==> src/source/serial_config.svh <==
`ifndef SERIAL_CONFIG_SVH
`define SERIAL_CONFIG_SVH

// apb byte address width of the register window
`define SERIAL_AW 5

// operand and result width
// the split counter covers exactly 32 bit positions so this cannot change
`define SERIAL_DW 32

// register byte offsets inside the apb window
`define SERIAL_REG_OPA    5'h00
`define SERIAL_REG_OPB    5'h04
`define SERIAL_REG_CTRL   5'h08
`define SERIAL_REG_STATUS 5'h0C
`define SERIAL_REG_RESULT 5'h10

// the op field occupies the low bits of the control register
`define SERIAL_CTRL_OP_MSB 2

// writing a one here launches a job when the unit is idle
`define SERIAL_CTRL_START_BIT 8

`endif

==> src/source/serial_pkg.sv <==
`default_nettype none

package serial_pkg;

   // operation codes as written into the low bits of the control register
   // the first four finish in a single pass over the operands
   // the two compares need an init pass before the result is written
   typedef enum logic [2:0] {
      // a + b
      OP_ADD  = 3'd0,
      // a - b
      OP_SUB  = 3'd1,
      // bitwise and
      OP_AND  = 3'd2,
      // bitwise xor
      OP_XOR  = 3'd3,
      // set to one when a < b as signed numbers
      OP_SLT  = 3'd4,
      // set to one when a < b as unsigned numbers
      OP_SLTU = 3'd5
   } op_e;

   // status register bit positions
   // busy stays high from the start strobe until the result is latched
   localparam int STAT_BUSY = 0;

   // done is sticky and is cleared by writing a one to it
   localparam int STAT_DONE = 1;

endpackage

`default_nettype wire

==> src/source/serial_alu.sv <==
`timescale 1ns/10ps
`default_nettype none

module serial_alu (
   input  logic            i_clk,
   input  logic            i_rst,
   input  serial_pkg::op_e i_op,
   input  logic            i_cnt_en,
   input  logic            i_cnt0,
   input  logic            i_init,
   input  logic            i_opa_bit,
   input  logic            i_opb_bit,
   output logic            o_res_bit
);

   logic is_cmp;
   logic is_sub;
   logic b_eff;
   logic c_in;
   logic c_out;
   logic sum_bit;
   logic cmp_now;
   logic carry_r;
   logic cmp_r;

   assign is_cmp = (i_op == serial_pkg::OP_SLT) | (i_op == serial_pkg::OP_SLTU);

   // compares are computed as a subtraction a - b
   assign is_sub = (i_op == serial_pkg::OP_SUB) | is_cmp;

   // subtraction adds the inverted b with a carry in of one at bit 0
   assign b_eff = i_opb_bit ^ is_sub;
   assign c_in  = i_cnt0 ? is_sub : carry_r;

   assign sum_bit = i_opa_bit ^ b_eff ^ c_in;
   assign c_out   = (i_opa_bit & b_eff) | (c_in & (i_opa_bit ^ b_eff));

   // unsigned a < b exactly when the subtraction borrows out of bit 31
   // signed with differing signs depends on the sign of a alone
   // and with equal signs the difference sign decides
   assign cmp_now = (i_op == serial_pkg::OP_SLTU) ? !c_out :
                    ((i_opa_bit ^ i_opb_bit) ? i_opa_bit : sum_bit);

   always_ff @(posedge i_clk) begin
      if (i_rst) begin
         carry_r <= 1'b0;
         cmp_r   <= 1'b0;
      end else if (i_cnt_en) begin
         carry_r <= c_out;
         // updated every init cycle so the bit 31 value remains after the pass
         if (i_init) begin
            cmp_r <= cmp_now;
         end
      end
   end

   always_comb begin
      case (i_op)
         serial_pkg::OP_AND:  o_res_bit = i_opa_bit & i_opb_bit;
         serial_pkg::OP_XOR:  o_res_bit = i_opa_bit ^ i_opb_bit;
         // the flag lands in bit 0 and the remaining bits are zero
         serial_pkg::OP_SLT:  o_res_bit = i_cnt0 & cmp_r;
         serial_pkg::OP_SLTU: o_res_bit = i_cnt0 & cmp_r;
         default:             o_res_bit = sum_bit;
      endcase
   end

endmodule

`default_nettype wire

==> src/source/serial_bufreg.sv <==
`timescale 1ns/10ps
`default_nettype none
`include "serial_config.svh"

module serial_bufreg (
   input  logic                  i_clk,
   input  logic                  i_rst,
   input  logic                  i_load,
   input  logic                  i_cnt_en,
   input  logic                  i_wr_en,
   input  logic [`SERIAL_DW-1:0] i_opa,
   input  logic [`SERIAL_DW-1:0] i_opb,
   input  logic                  i_res_bit,
   output logic                  o_opa_bit,
   output logic                  o_opb_bit,
   output logic [`SERIAL_DW-1:0] o_result
);

   logic [`SERIAL_DW-1:0] opa_r;
   logic [`SERIAL_DW-1:0] opb_r;
   logic [`SERIAL_DW-1:0] res_r;

   // operand bits leave from the bottom, least significant first
   assign o_opa_bit = opa_r[0];
   assign o_opb_bit = opb_r[0];

   assign o_result = res_r;

   // the operands rotate instead of shifting out
   // so after a full 32 cycle pass they are back in place for the next one
   always_ff @(posedge i_clk) begin
      if (i_load) begin
         opa_r <= i_opa;
         opb_r <= i_opb;
      end else if (i_cnt_en) begin
         opa_r <= {opa_r[0], opa_r[`SERIAL_DW-1:1]};
         opb_r <= {opb_r[0], opb_r[`SERIAL_DW-1:1]};
      end
   end

   // result bits enter at the top and walk down
   // after 32 writes the first bit produced sits in bit 0
   always_ff @(posedge i_clk) begin
      if (i_rst) begin
         res_r <= '0;
      end else if (i_wr_en) begin
         res_r <= {i_res_bit, res_r[`SERIAL_DW-1:1]};
      end
   end

   // a load in the middle of a pass would corrupt the rotation
   assert property (@(posedge i_clk) disable iff (i_rst)
      i_load |-> !i_cnt_en);

endmodule

`default_nettype wire

==> src/source/serial_regs.sv <==
`timescale 1ns/10ps
`default_nettype none
`include "serial_config.svh"

module serial_regs (
   input  logic                  i_clk,
   input  logic                  i_rst,
   input  logic                  i_psel,
   input  logic                  i_penable,
   input  logic                  i_pwrite,
   input  logic [`SERIAL_AW-1:0] i_paddr,
   input  logic [`SERIAL_DW-1:0] i_pwdata,
   output logic [`SERIAL_DW-1:0] o_prdata,
   output logic                  o_pready,
   output logic                  o_pslverr,
   output logic                  o_start,
   output serial_pkg::op_e       o_op,
   output logic [`SERIAL_DW-1:0] o_opa,
   output logic [`SERIAL_DW-1:0] o_opb,
   input  logic                  i_busy,
   input  logic                  i_done,
   input  logic [`SERIAL_DW-1:0] i_result,
   output logic                  o_irq
);

   logic                  access;
   logic                  wr_ok;
   logic                  sel_opa;
   logic                  sel_opb;
   logic                  sel_ctrl;
   logic                  sel_status;
   logic                  sel_result;
   logic                  mapped;
   logic                  locked;
   logic                  busy_any;
   logic                  done_r;
   logic [`SERIAL_DW-1:0] result_r;
   logic [`SERIAL_DW-1:0] ctrl_word;
   logic [`SERIAL_DW-1:0] status_word;

   // a transfer completes in the access phase and there are no wait states
   assign access   = i_psel & i_penable;
   assign o_pready = 1'b1;

   assign sel_opa    = (i_paddr == `SERIAL_REG_OPA);
   assign sel_opb    = (i_paddr == `SERIAL_REG_OPB);
   assign sel_ctrl   = (i_paddr == `SERIAL_REG_CTRL);
   assign sel_status = (i_paddr == `SERIAL_REG_STATUS);
   assign sel_result = (i_paddr == `SERIAL_REG_RESULT);
   assign mapped     = sel_opa | sel_opb | sel_ctrl | sel_status | sel_result;

   // the sequencer raises busy one cycle after the start strobe
   // so the strobe cycle itself counts as busy here
   assign busy_any = i_busy | o_start;

   // operands and control must not move under a running job
   assign locked = sel_opa | sel_opb | sel_ctrl;

   assign o_pslverr = access & (!mapped | (i_pwrite & busy_any & locked));

   // any write that is not rejected takes effect at the end of the access phase
   assign wr_ok = access & i_pwrite & !o_pslverr;

   assign o_irq = done_r;

   always_ff @(posedge i_clk) begin
      if (wr_ok && sel_opa) begin
         o_opa <= i_pwdata;
      end
      if (wr_ok && sel_opb) begin
         o_opb <= i_pwdata;
      end
   end

   always_ff @(posedge i_clk) begin
      if (i_rst) begin
         o_op     <= serial_pkg::OP_ADD;
         o_start  <= 1'b0;
         done_r   <= 1'b0;
         result_r <= '0;
      end else begin
         if (wr_ok && sel_ctrl) begin
            o_op <= serial_pkg::op_e'(i_pwdata[`SERIAL_CTRL_OP_MSB:0]);
         end
         // start is a single cycle strobe and the op updates on the same edge
         o_start <= wr_ok & sel_ctrl & i_pwdata[`SERIAL_CTRL_START_BIT];
         // a finishing job wins over a clear in the same cycle
         if (i_done) begin
            done_r <= 1'b1;
         end else if (wr_ok && sel_status && i_pwdata[serial_pkg::STAT_DONE]) begin
            done_r <= 1'b0;
         end
         // the buffer holds the final result in the done cycle
         if (i_done) begin
            result_r <= i_result;
         end
      end
   end

   always_comb begin
      ctrl_word = '0;
      ctrl_word[`SERIAL_CTRL_OP_MSB:0] = o_op;
      status_word = '0;
      status_word[serial_pkg::STAT_BUSY] = busy_any;
      status_word[serial_pkg::STAT_DONE] = done_r;
   end

   // read data is only driven during a read access and is zero otherwise
   always_comb begin
      o_prdata = '0;
      if (access && !i_pwrite) begin
         case (i_paddr)
            `SERIAL_REG_OPA:    o_prdata = o_opa;
            `SERIAL_REG_OPB:    o_prdata = o_opb;
            `SERIAL_REG_CTRL:   o_prdata = ctrl_word;
            `SERIAL_REG_STATUS: o_prdata = status_word;
            `SERIAL_REG_RESULT: o_prdata = result_r;
            default:            o_prdata = '0;
         endcase
      end
   end

   // a done strobe only ever arrives for a job that the sequencer still runs
   assert property (@(posedge i_clk) disable iff (i_rst)
      i_done |-> i_busy);

   // a new job must never be launched over one that the sequencer still runs
   assert property (@(posedge i_clk) disable iff (i_rst)
      o_start |-> !i_busy);

endmodule

`default_nettype wire

==> src/source/serial_state.sv <==
`timescale 1ns/10ps
`default_nettype none

module serial_state (
   input  logic            i_clk,
   input  logic            i_rst,
   input  logic            i_start,
   input  serial_pkg::op_e i_op,
   output logic            o_busy,
   output logic            o_load,
   output logic            o_cnt_en,
   output logic            o_cnt0,
   output logic            o_init,
   output logic            o_wr_en,
   output logic            o_done
);

   // bit position is cnt_hi * 4 plus the index of the set bit in cnt_ring
   logic [2:0] cnt_hi;
   logic [3:0] cnt_ring;
   logic       cnt_done;
   logic       init_done;
   logic       stage_two_req;
   logic       two_stage_op;
   logic       kick;

   // compares need the whole word before the result bit is known
   assign two_stage_op = (i_op == serial_pkg::OP_SLT) | (i_op == serial_pkg::OP_SLTU);

   // the ring is zero whenever the unit sits idle
   assign o_cnt_en = |cnt_ring;

   assign o_cnt0 = (cnt_hi == 3'd0) & cnt_ring[0];

   // the operands are captured in the strobe cycle right before counting begins
   assign o_load = i_start;

   // first pass of a compare only evaluates and writes nothing
   assign o_init = two_stage_op & !init_done;

   assign o_wr_en = o_cnt_en & !o_init;

   // either a fresh job or the second pass of a compare starts the ring
   assign kick = (i_start | stage_two_req) & !o_cnt_en;

   always_ff @(posedge i_clk) begin
      if (i_rst) begin
         cnt_hi        <= 3'd0;
         cnt_ring      <= 4'b0000;
         cnt_done      <= 1'b0;
         init_done     <= 1'b0;
         stage_two_req <= 1'b0;
         o_done        <= 1'b0;
         o_busy        <= 1'b0;
      end else begin
         // the upper part steps each time the ring passes its last bit
         // and wraps back to zero after position 31
         cnt_hi <= cnt_hi + {2'd0, cnt_ring[3]};

         // cnt_done blocks the bit that would wrap into the ring
         // so counting stops after exactly 32 cycles
         cnt_ring <= {cnt_ring[2:0], (cnt_ring[3] & !cnt_done) | kick};

         // looking at position 30 makes this high during position 31
         cnt_done <= (cnt_hi == 3'd7) & cnt_ring[2];

         // init_done toggles on at the end of an init pass and off after the write pass
         if (cnt_done) begin
            init_done <= o_init & !init_done;
         end

         // one idle cycle separates the init pass from the write pass
         stage_two_req <= cnt_done & o_init;

         // the result is complete once the final pass has ended
         o_done <= cnt_done & !o_init;

         if (i_start) begin
            o_busy <= 1'b1;
         end else if (o_done) begin
            o_busy <= 1'b0;
         end
      end
   end

   // the end of a pass is only ever flagged while the ring is running
   assert property (@(posedge i_clk) disable iff (i_rst)
      cnt_done |-> o_cnt_en);

   // done follows the last counting cycle and must not overlap a pass
   assert property (@(posedge i_clk) disable iff (i_rst)
      o_done |-> !o_cnt_en);

endmodule

`default_nettype wire

==> src/source/serial_top.sv <==
`timescale 1ns/10ps
`default_nettype none
`include "serial_config.svh"

module serial_top (
   input  logic                  i_clk,
   input  logic                  i_rst,
   input  logic                  i_psel,
   input  logic                  i_penable,
   input  logic                  i_pwrite,
   input  logic [`SERIAL_AW-1:0] i_paddr,
   input  logic [`SERIAL_DW-1:0] i_pwdata,
   output logic [`SERIAL_DW-1:0] o_prdata,
   output logic                  o_pready,
   output logic                  o_pslverr,
   output logic                  o_irq
);

   // register block to sequencer and buffer
   logic                  start;
   serial_pkg::op_e       op;
   logic [`SERIAL_DW-1:0] opa;
   logic [`SERIAL_DW-1:0] opb;

   // sequencer controls
   logic                  busy;
   logic                  load;
   logic                  cnt_en;
   logic                  cnt0;
   logic                  init;
   logic                  wr_en;
   logic                  done;

   // serial data between buffer and alu
   logic                  opa_bit;
   logic                  opb_bit;
   logic                  res_bit;
   logic [`SERIAL_DW-1:0] result;

   serial_regs serial_regs_inst (
      .i_clk     (i_clk),
      .i_rst     (i_rst),
      .i_psel    (i_psel),
      .i_penable (i_penable),
      .i_pwrite  (i_pwrite),
      .i_paddr   (i_paddr),
      .i_pwdata  (i_pwdata),
      .o_prdata  (o_prdata),
      .o_pready  (o_pready),
      .o_pslverr (o_pslverr),
      .o_start   (start),
      .o_op      (op),
      .o_opa     (opa),
      .o_opb     (opb),
      .i_busy    (busy),
      .i_done    (done),
      .i_result  (result),
      .o_irq     (o_irq)
   );

   serial_state serial_state_inst (
      .i_clk    (i_clk),
      .i_rst    (i_rst),
      .i_start  (start),
      .i_op     (op),
      .o_busy   (busy),
      .o_load   (load),
      .o_cnt_en (cnt_en),
      .o_cnt0   (cnt0),
      .o_init   (init),
      .o_wr_en  (wr_en),
      .o_done   (done)
   );

   serial_alu serial_alu_inst (
      .i_clk     (i_clk),
      .i_rst     (i_rst),
      .i_op      (op),
      .i_cnt_en  (cnt_en),
      .i_cnt0    (cnt0),
      .i_init    (init),
      .i_opa_bit (opa_bit),
      .i_opb_bit (opb_bit),
      .o_res_bit (res_bit)
   );

   serial_bufreg serial_bufreg_inst (
      .i_clk     (i_clk),
      .i_rst     (i_rst),
      .i_load    (load),
      .i_cnt_en  (cnt_en),
      .i_wr_en   (wr_en),
      .i_opa     (opa),
      .i_opb     (opb),
      .i_res_bit (res_bit),
      .o_opa_bit (opa_bit),
      .o_opb_bit (opb_bit),
      .o_result  (result)
   );

endmodule

`default_nettype wire

==> config.mk <==
export PLATFORM = sky130hd
export DESIGN_NAME = serial_top
export DESIGN_NICKNAME = d
export VERILOG_FILES = /design/src/source/serial_pkg.sv /design/src/source/serial_alu.sv /design/src/source/serial_bufreg.sv /design/src/source/serial_regs.sv /design/src/source/serial_state.sv /design/src/source/serial_top.sv
export VERILOG_INCLUDE_DIRS = /design/src /design/src/source
export SDC_FILE = /design/constraint.sdc
export NUM_CORES = 1
export LEC_CHECK = 0
export BUFFER_PORTS_ARGS = -buffer_cell sky130_fd_sc_hd__buf_2
export CAP_MARGIN = 40
export CORE_MARGIN = 5
export CORE_UTILIZATION = 45
export DETAILED_ROUTE_END_ITERATION = 10
export PLACE_DENSITY = 0.77
export SLEW_MARGIN = 30
export SYNTH_ARGS = -nofsm -noshare
export SYNTH_HDL_FRONTEND = slang
export SYNTH_HIERARCHICAL = 1
export SYNTH_SLANG_ARGS = --single-unit
==> constraint.sdc <==
create_clock -name i_clk -period 4.45 [get_ports i_clk]
set_input_delay 0.2225 -clock i_clk [delete_from_list [all_inputs] [get_ports i_clk]]
set_output_delay 0.2225 -clock i_clk [all_outputs]
set_load 0.05 [all_outputs]
=== Yosys cells after proc, flatten, opt, wreduce, memory -nomap -nowiden ===
Index checks and enable logic that the tools add are counted.

* Bits in registers: 211
* Output and inout port bits: 35
* Input port bits: 42

* Mux-type cells: 14
* Add/subtract/negate cells: 1
* Reduce and logical (&&, ||, !) cells: 22
* Bitwise operators: 36
* Equal/unequal tests: 10

{| class="wikitable"
|+ Operators by type and width
! cell !! number
|-
| 2-to-1 mux 32 bit || 5
|-
| one-hot mux 32 bit (5 select lines) || 1
|-
| bitwise AND 1 bit || 21
|-
| bitwise OR 1 bit || 11
|-
| == test 5 x 4 -> 1 bit (second input constant) || 2
|-
| == test 3 bit (second input constant) || 3
|-
| logical NOT 1 bit || 8
|-
| 2-to-1 mux 1 bit || 7
|-
| == test 3 x 2 -> 1 bit (second input constant) || 2
|-
| logical AND 1 bit || 6
|-
| nonzero test 2 bit || 3
|-
| == test 5 x 3 -> 1 bit (second input constant) || 1
|-
| == test 5 bit (second input constant) || 1
|-
| logical NOT 5 bit || 1
|-
| OR reduction 4 bit || 1
|-
| XOR 1 bit || 4
|-
| adder 3 x 1 -> 3 bit || 1
|-
| == test 3 x 1 -> 1 bit (second input constant) || 1
|-
| logical NOT 3 bit || 1
|-
| one-hot mux 1 bit (3 select lines) || 1
|-
| AND reduction 2 bit || 1
|-
| OR reduction 2 bit || 1
|}

=== Depth between registers and ports, before layout ===
* Depth in word-level cells: 14
* Gate-level depth with buffers: 9
* Depth with buffers taken out: 9

=== Modules after synthesis ===
The synthesis kept the hierarchy.

{| class="wikitable"
|+ Modules (own cells, without submodules)
! module !! cells each !! area an instance (µm²) !! seq. area each (µm²) !! instances
|-
| serial_bufreg || 239 || 4,036.4 || 2,562.5 || 1
|-
| serial_regs || 293 || 3,910.0 || 2,662.6 || 1
|-
| serial_state || 38 || 444.2 || 240.2 || 1
|-
| serial_alu || 25 || 202.7 || 40.0 || 1
|}

=== Least setup slack after synthesis ===
Ideal clock, no wire load.

* Path type: input-to-reg
* From: input port i_paddr[3]
* To: register serial_regs_inst.o_opa[0] (enable)
* Setup time: 0.505 ns
* Path buffers: 1
* Stages: 5
* Required time: 3.945 ns
* Slack: -0.095 ns
* Data arrival time: 4.040 ns
* Cells stage by stage: clkbuf_1 nor4_1 nand2b_1 nand3_1 nor4_1

* Word-level cells in the longest chain between the ends: 11
* Elaborated cells between the ends (all ways): 16
* Classes of those cells: 4 x eq/ne; 8 x bitwise; 4 x reduce/logical

{| class="wikitable"
|+ Ends and longest elaborated chain
! element !! line !! source
|-
| start, declared || serial_top.sv:11 || <nowiki>input logic [`SERIAL_AW-1:0] i_paddr,</nowiki>
|-
| == test 5 x 3 -> 1 bit (no line) or logical NOT 5 bit (tied branches) || -- ||
|-
| bitwise OR 1 bit (2 in series) || serial_regs.sv:50, serial_regs.sv:57 ||
|-
| bitwise OR 1 bit (2 in series) || serial_regs.sv:50 || <nowiki>assign mapped = sel_opa | sel_opb | sel_ctrl | sel_status | sel_result;</nowiki>
|-
| logical NOT 1 bit || serial_regs.sv:59 || <nowiki>assign o_pslverr = access & (!mapped | (i_pwrite & busy_any & locked));</nowiki>
|-
| bitwise OR 1 bit || serial_regs.sv:59 ||
|-
| bitwise AND 1 bit || serial_regs.sv:59 ||
|-
| logical NOT 1 bit || serial_regs.sv:62 || <nowiki>assign wr_ok = access & i_pwrite & !o_pslverr;</nowiki>
|-
| bitwise AND 1 bit || serial_regs.sv:62 ||
|-
| logical AND 1 bit (*) || serial_regs.sv:67 || <nowiki>if (wr_ok && sel_opa) begin</nowiki>
|-
| end signal, assigned || serial_regs.sv:68 || <nowiki>o_opa <= i_pwdata;</nowiki>
|-
| end, declared || serial_regs.sv:18 || <nowiki>output logic [`SERIAL_DW-1:0] o_opa,</nowiki>
|}

Every way passes the cells marked *; elsewhere a longest branch is shown, timed or not.
A chain may end at the register's enable or synchronous reset.

=== Final worst setup path ===
* From: input port i_paddr[3]
* To: output port o_prdata[2]

* Word-level cells in the longest chain between the ends: 3
* Elaborated cells between the ends (all ways): 7
* Classes of those cells: 4 x eq/ne; 2 x mux; 1 x reduce/logical

{| class="wikitable"
|+ Ends and longest elaborated chain
! element !! line !! source
|-
| == test 5 bit (tied with other cells) || serial_regs.sv:112 || <nowiki>case (i_paddr)</nowiki>
|-
| one-hot mux 32 bit (5 select lines) (*) || serial_regs.sv:112 ||
|-
| 2-to-1 mux 32 bit (*) || serial_regs.sv:111 || <nowiki>if (access && !i_pwrite) begin</nowiki>
|-
| end, declared || serial_top.sv:13 || <nowiki>output logic [`SERIAL_DW-1:0] o_prdata,</nowiki>
|}

Marks and branches as above.

==> impl_metrics.yaml <==
outcome:
  status: "finished, final reports clean"
setup_path:
  cp.required_ps: 4230
  cp-end-kind: "output pin"
  crit_start: "i_paddr[3]"
  slowest_delay_ps: 610
  arrival_ps: 2250
  cp_max_fo: 26
  critPathKind: "in -> out"
  cp_common_cell: "buf_2"
  r2r_start: "serial_state_inst/cnt_hi[1]$_SDFF_PP0_"
  critPathLaunchType: "input port"
  crit_chain: "buf_2, nor4_1, and2_2, buf_4, a222oi_1, a21oi_1, buf_2"
  cp_top_family: "simple AND/OR/NAND/NOR gates"
  crit_buf_inv: 3
  crit_path_top_delay_cell: "and2_2"
drt:
  routed_via_density: 5.60
  dr.pass1.iters: 6
  drc_errors: 0
  routed_wirelength_um: 18200
  vias: 5315
  wire_per_inst_um: 19.2
  drt_iter0_drc: 477
  antenna_left: 0
pwr:
  seq_power_share_pct: 53.8
  vdd_drop_max_v: 0.000291
  cellInternalPower_mw: 3.06
  p_per_area_nw_per_um2: 374
  p_sw_share_pct: 20.1
  p_sw_uw: 769
  p_leak_nw: 3.56
  clkPwrFrac_pct: 43.9
  combPwrFrac_pct: 2.4
sta:
  clock.fmax_mhz: 404
  finalSetupViolCount: 0
  hold_viol_final: 0
  slew_headroom_pct: 45.8
  fin_crit_ps: 2480
  rsz0062_at_grt: "no"
  timing.final.max_slew_violations: 0
  worstMarginPinSlew_ps: 813
  finalSetupTns_ps: 0
  skew_ps: 10.5
  min_period_over_period_pct: 55.6
  fin_ws_ps: 1970
yosys:
  yosysTopAreaCell: "edfxtp_1"
  ys_ff_latch: 211
  synth_top_family_by_area: "multiplexers"
  synth_nets: 641
  ys_seq_area_share_pct: 64.1
  yosys.area_share.simple_pct: 8.18
  synth_top_cells_by_area: "edfxtp_1 (45%), dfxtp_1 (19%), mux2_4 (8.6%)"
  yosysWarnings: 6
  syn_avg_cell_area_um2: 14.4
  synthAdderAreaFrac_pct: 0.670
  synth_ff_type: "edfxtp_1"
  synth_mux_area_share_pct: 18.6
  synth_edf_count: 128
  async_reset_ff_share_pct: 0
  synth_compound_area_share_pct: 5.31
  synth_top_area_share_pct: 44.7
  synthXorXnorAreaFrac_pct: 0.204
  synthDistinctLibCells: 49
  syn_inst: 595
  synthesis.area_um2: 8590
clocking:
  h-tree-depth: 1
  path_clk_slew_ps: 60
  clk_latency_ps: 500
  cts_sinks: 211
  clk_path_buf_depth: 3
  cts_root_buffer: "clkbuf_16"
  numCtsBuffers: 22
  cts_tree: "yes"
  cts_setup_buffers: 0
final_layout:
  n_antenna_cell: 0
  layout_commonest_cell: "edfxtp_1"
  final_nets: 745
  fin_area_um2: 10200
  layout.cells.non_filler: 949
  drive_above_1_share_pct: 28.3
  syn_to_final_growth_pct: 18.9
  seqCellArea_um2: 5510
  n_fill_cell: 1545
  final_cell_mix: "edfxtp_1 (128), nor2_1 (103), dfxtp_1 (81)"
  multi_input_area_um2: 2880
floorplanning:
  start_util_pct: 45.8
  dieArea_um2: 22000
  row_count: 50
  ioPinCount: 77
  die_w_um: 148
  core_region_area_um2: 18800
  die_h_um: 148
global_route:
  grt_max_degree: 73
  track_usage_pct: 16.2
  grt_pass1_wl_um: 29000
  grt_overflow_total: 0
  first_global_vias: 5631
  antenna_found_initial: 0
placed_design:
  dp.cells: 877
  place_area_um2: 9240
  post-place-ws_ps: 1850
  place_congestion: 0.865
  dpl.hpwl_um: 11800
  io_buffers: 75
run:
  cap_violations: 0
hold_path:
  min_path_type: "in -> reg"
  min-delay-start: "i_rst"
final timing paths:
kind,to,slack (ps),cells past startpoint
setup / recovery,o_prdata[2],1970,7
setup reg to reg,serial_bufreg_inst/o_result[31]$_SDFFE_PP0P_,1990,8
hold reg to reg,serial_state_inst/cnt_ring[2]$_SDFF_PP0_,460,1
hold / removal,serial_state_inst/cnt_ring[2]$_SDFF_PP0_,80,2
kinds of logic (layout without fill, tap and decap cells):
group                      count (synthesis)  count (layout)
AOI/OAI and AO/OA                         51              51
muxes                                    133             133
buffers and inverters                     45             165
DFF                                      211             211
xor gates and xnor gates                   2               2
other                                      1               1
and+or+nand+nor                          148             148
adders and majority gates                  4               4
power groups by stage:
| stage | registers, mW | logic [mW] | clock network, mW |
|---|---|---|---|
| CTS | 2.06 | 0.0910 | 1.71 |
| detailed placement | 2.10 | 0.0682 | 0 |
| global placement | 2.10 | 0.0649 | 0 |
| finish | 2.06 | 0.0899 | 1.68 |
| global route | 2.06 | 0.0981 | 1.80 |
| floorplan | 2.10 | 0.0315 | 0 |
Yosys cell counts, types with 3 or more instances:
cell type and count:
nor2_1 104, ha_1 3, clkbuf_1 22, nand2b_1 7
a21oi_1 7, edfxtp_1 128, mux2i_1 68, dfxtp_1 83
mux2_2 16, inv_1 5, buf_2 7, nand2_1 5
nor2b_1 7, mux2_4 49, a222oi_1 31, buf_6 9
layer usage:
metal	GRT usage [%]	up-vias	share of wire [%]
li1	-	2437	-
met1	21.4	2642	43
met2	27.6	207	48
met3	3.35	29	6.9
met4	3.83	0	1.8
met5	0	-	0
registers in the layout, summed over array words and instances, names as in the netlist:
register                         flops
serial_regs_inst/o_op                3
serial_bufreg_inst/opb_r            32
serial_alu_inst/carry_r              1
serial_regs_inst/o_irq               1
serial_bufreg_inst/opa_r            32
serial_regs_inst/result_r           32
serial_state_inst/init_done          1
serial_regs_inst/o_opa              32
serial_regs_inst/o_start             1
serial_state_inst/stage_two_req      1
serial_regs_inst/o_opb              32
serial_state_inst/o_done             1
serial_bufreg_inst/o_result         32
serial_state_inst/cnt_done           1
serial_state_inst/cnt_ring           4
serial_state_inst/o_busy             1
serial_alu_inst/cmp_r                1
serial_state_inst/cnt_hi             3
final cells by class:
class	instances	share of cell area (%)
Multi-Input combinational cell	339	28.1
Inverter	5	0.184
Sequential cell	211	53.9
Timing Repair Buffer	120	8.42
Clock buffer	29	5.95
Tap cell	234	2.87
Clock inverter	11	0.490
metrics by stage:
stage | power, mW | hold slack [ps] | util [%]
floorplan | 2.13 | 287 | -
global placement | 2.17 | 412 | 48.7
detailed placement | 2.17 | 414 | 49.2
CTS | 3.86 | 64.1 | 54.4
global route | 3.95 | 78.0 | 54.4
finish | 3.83 | 75.3 | 54.4
what timing repair did:
| action | CTS | global route |
|---|---|---|
| hold buffers | 32 | 0 |
| endpoints found under the hold margin | 64 | 0 |
| resized for setup | 0 | 0 |
Note: power is estimated with default switching activity, not from simulation.
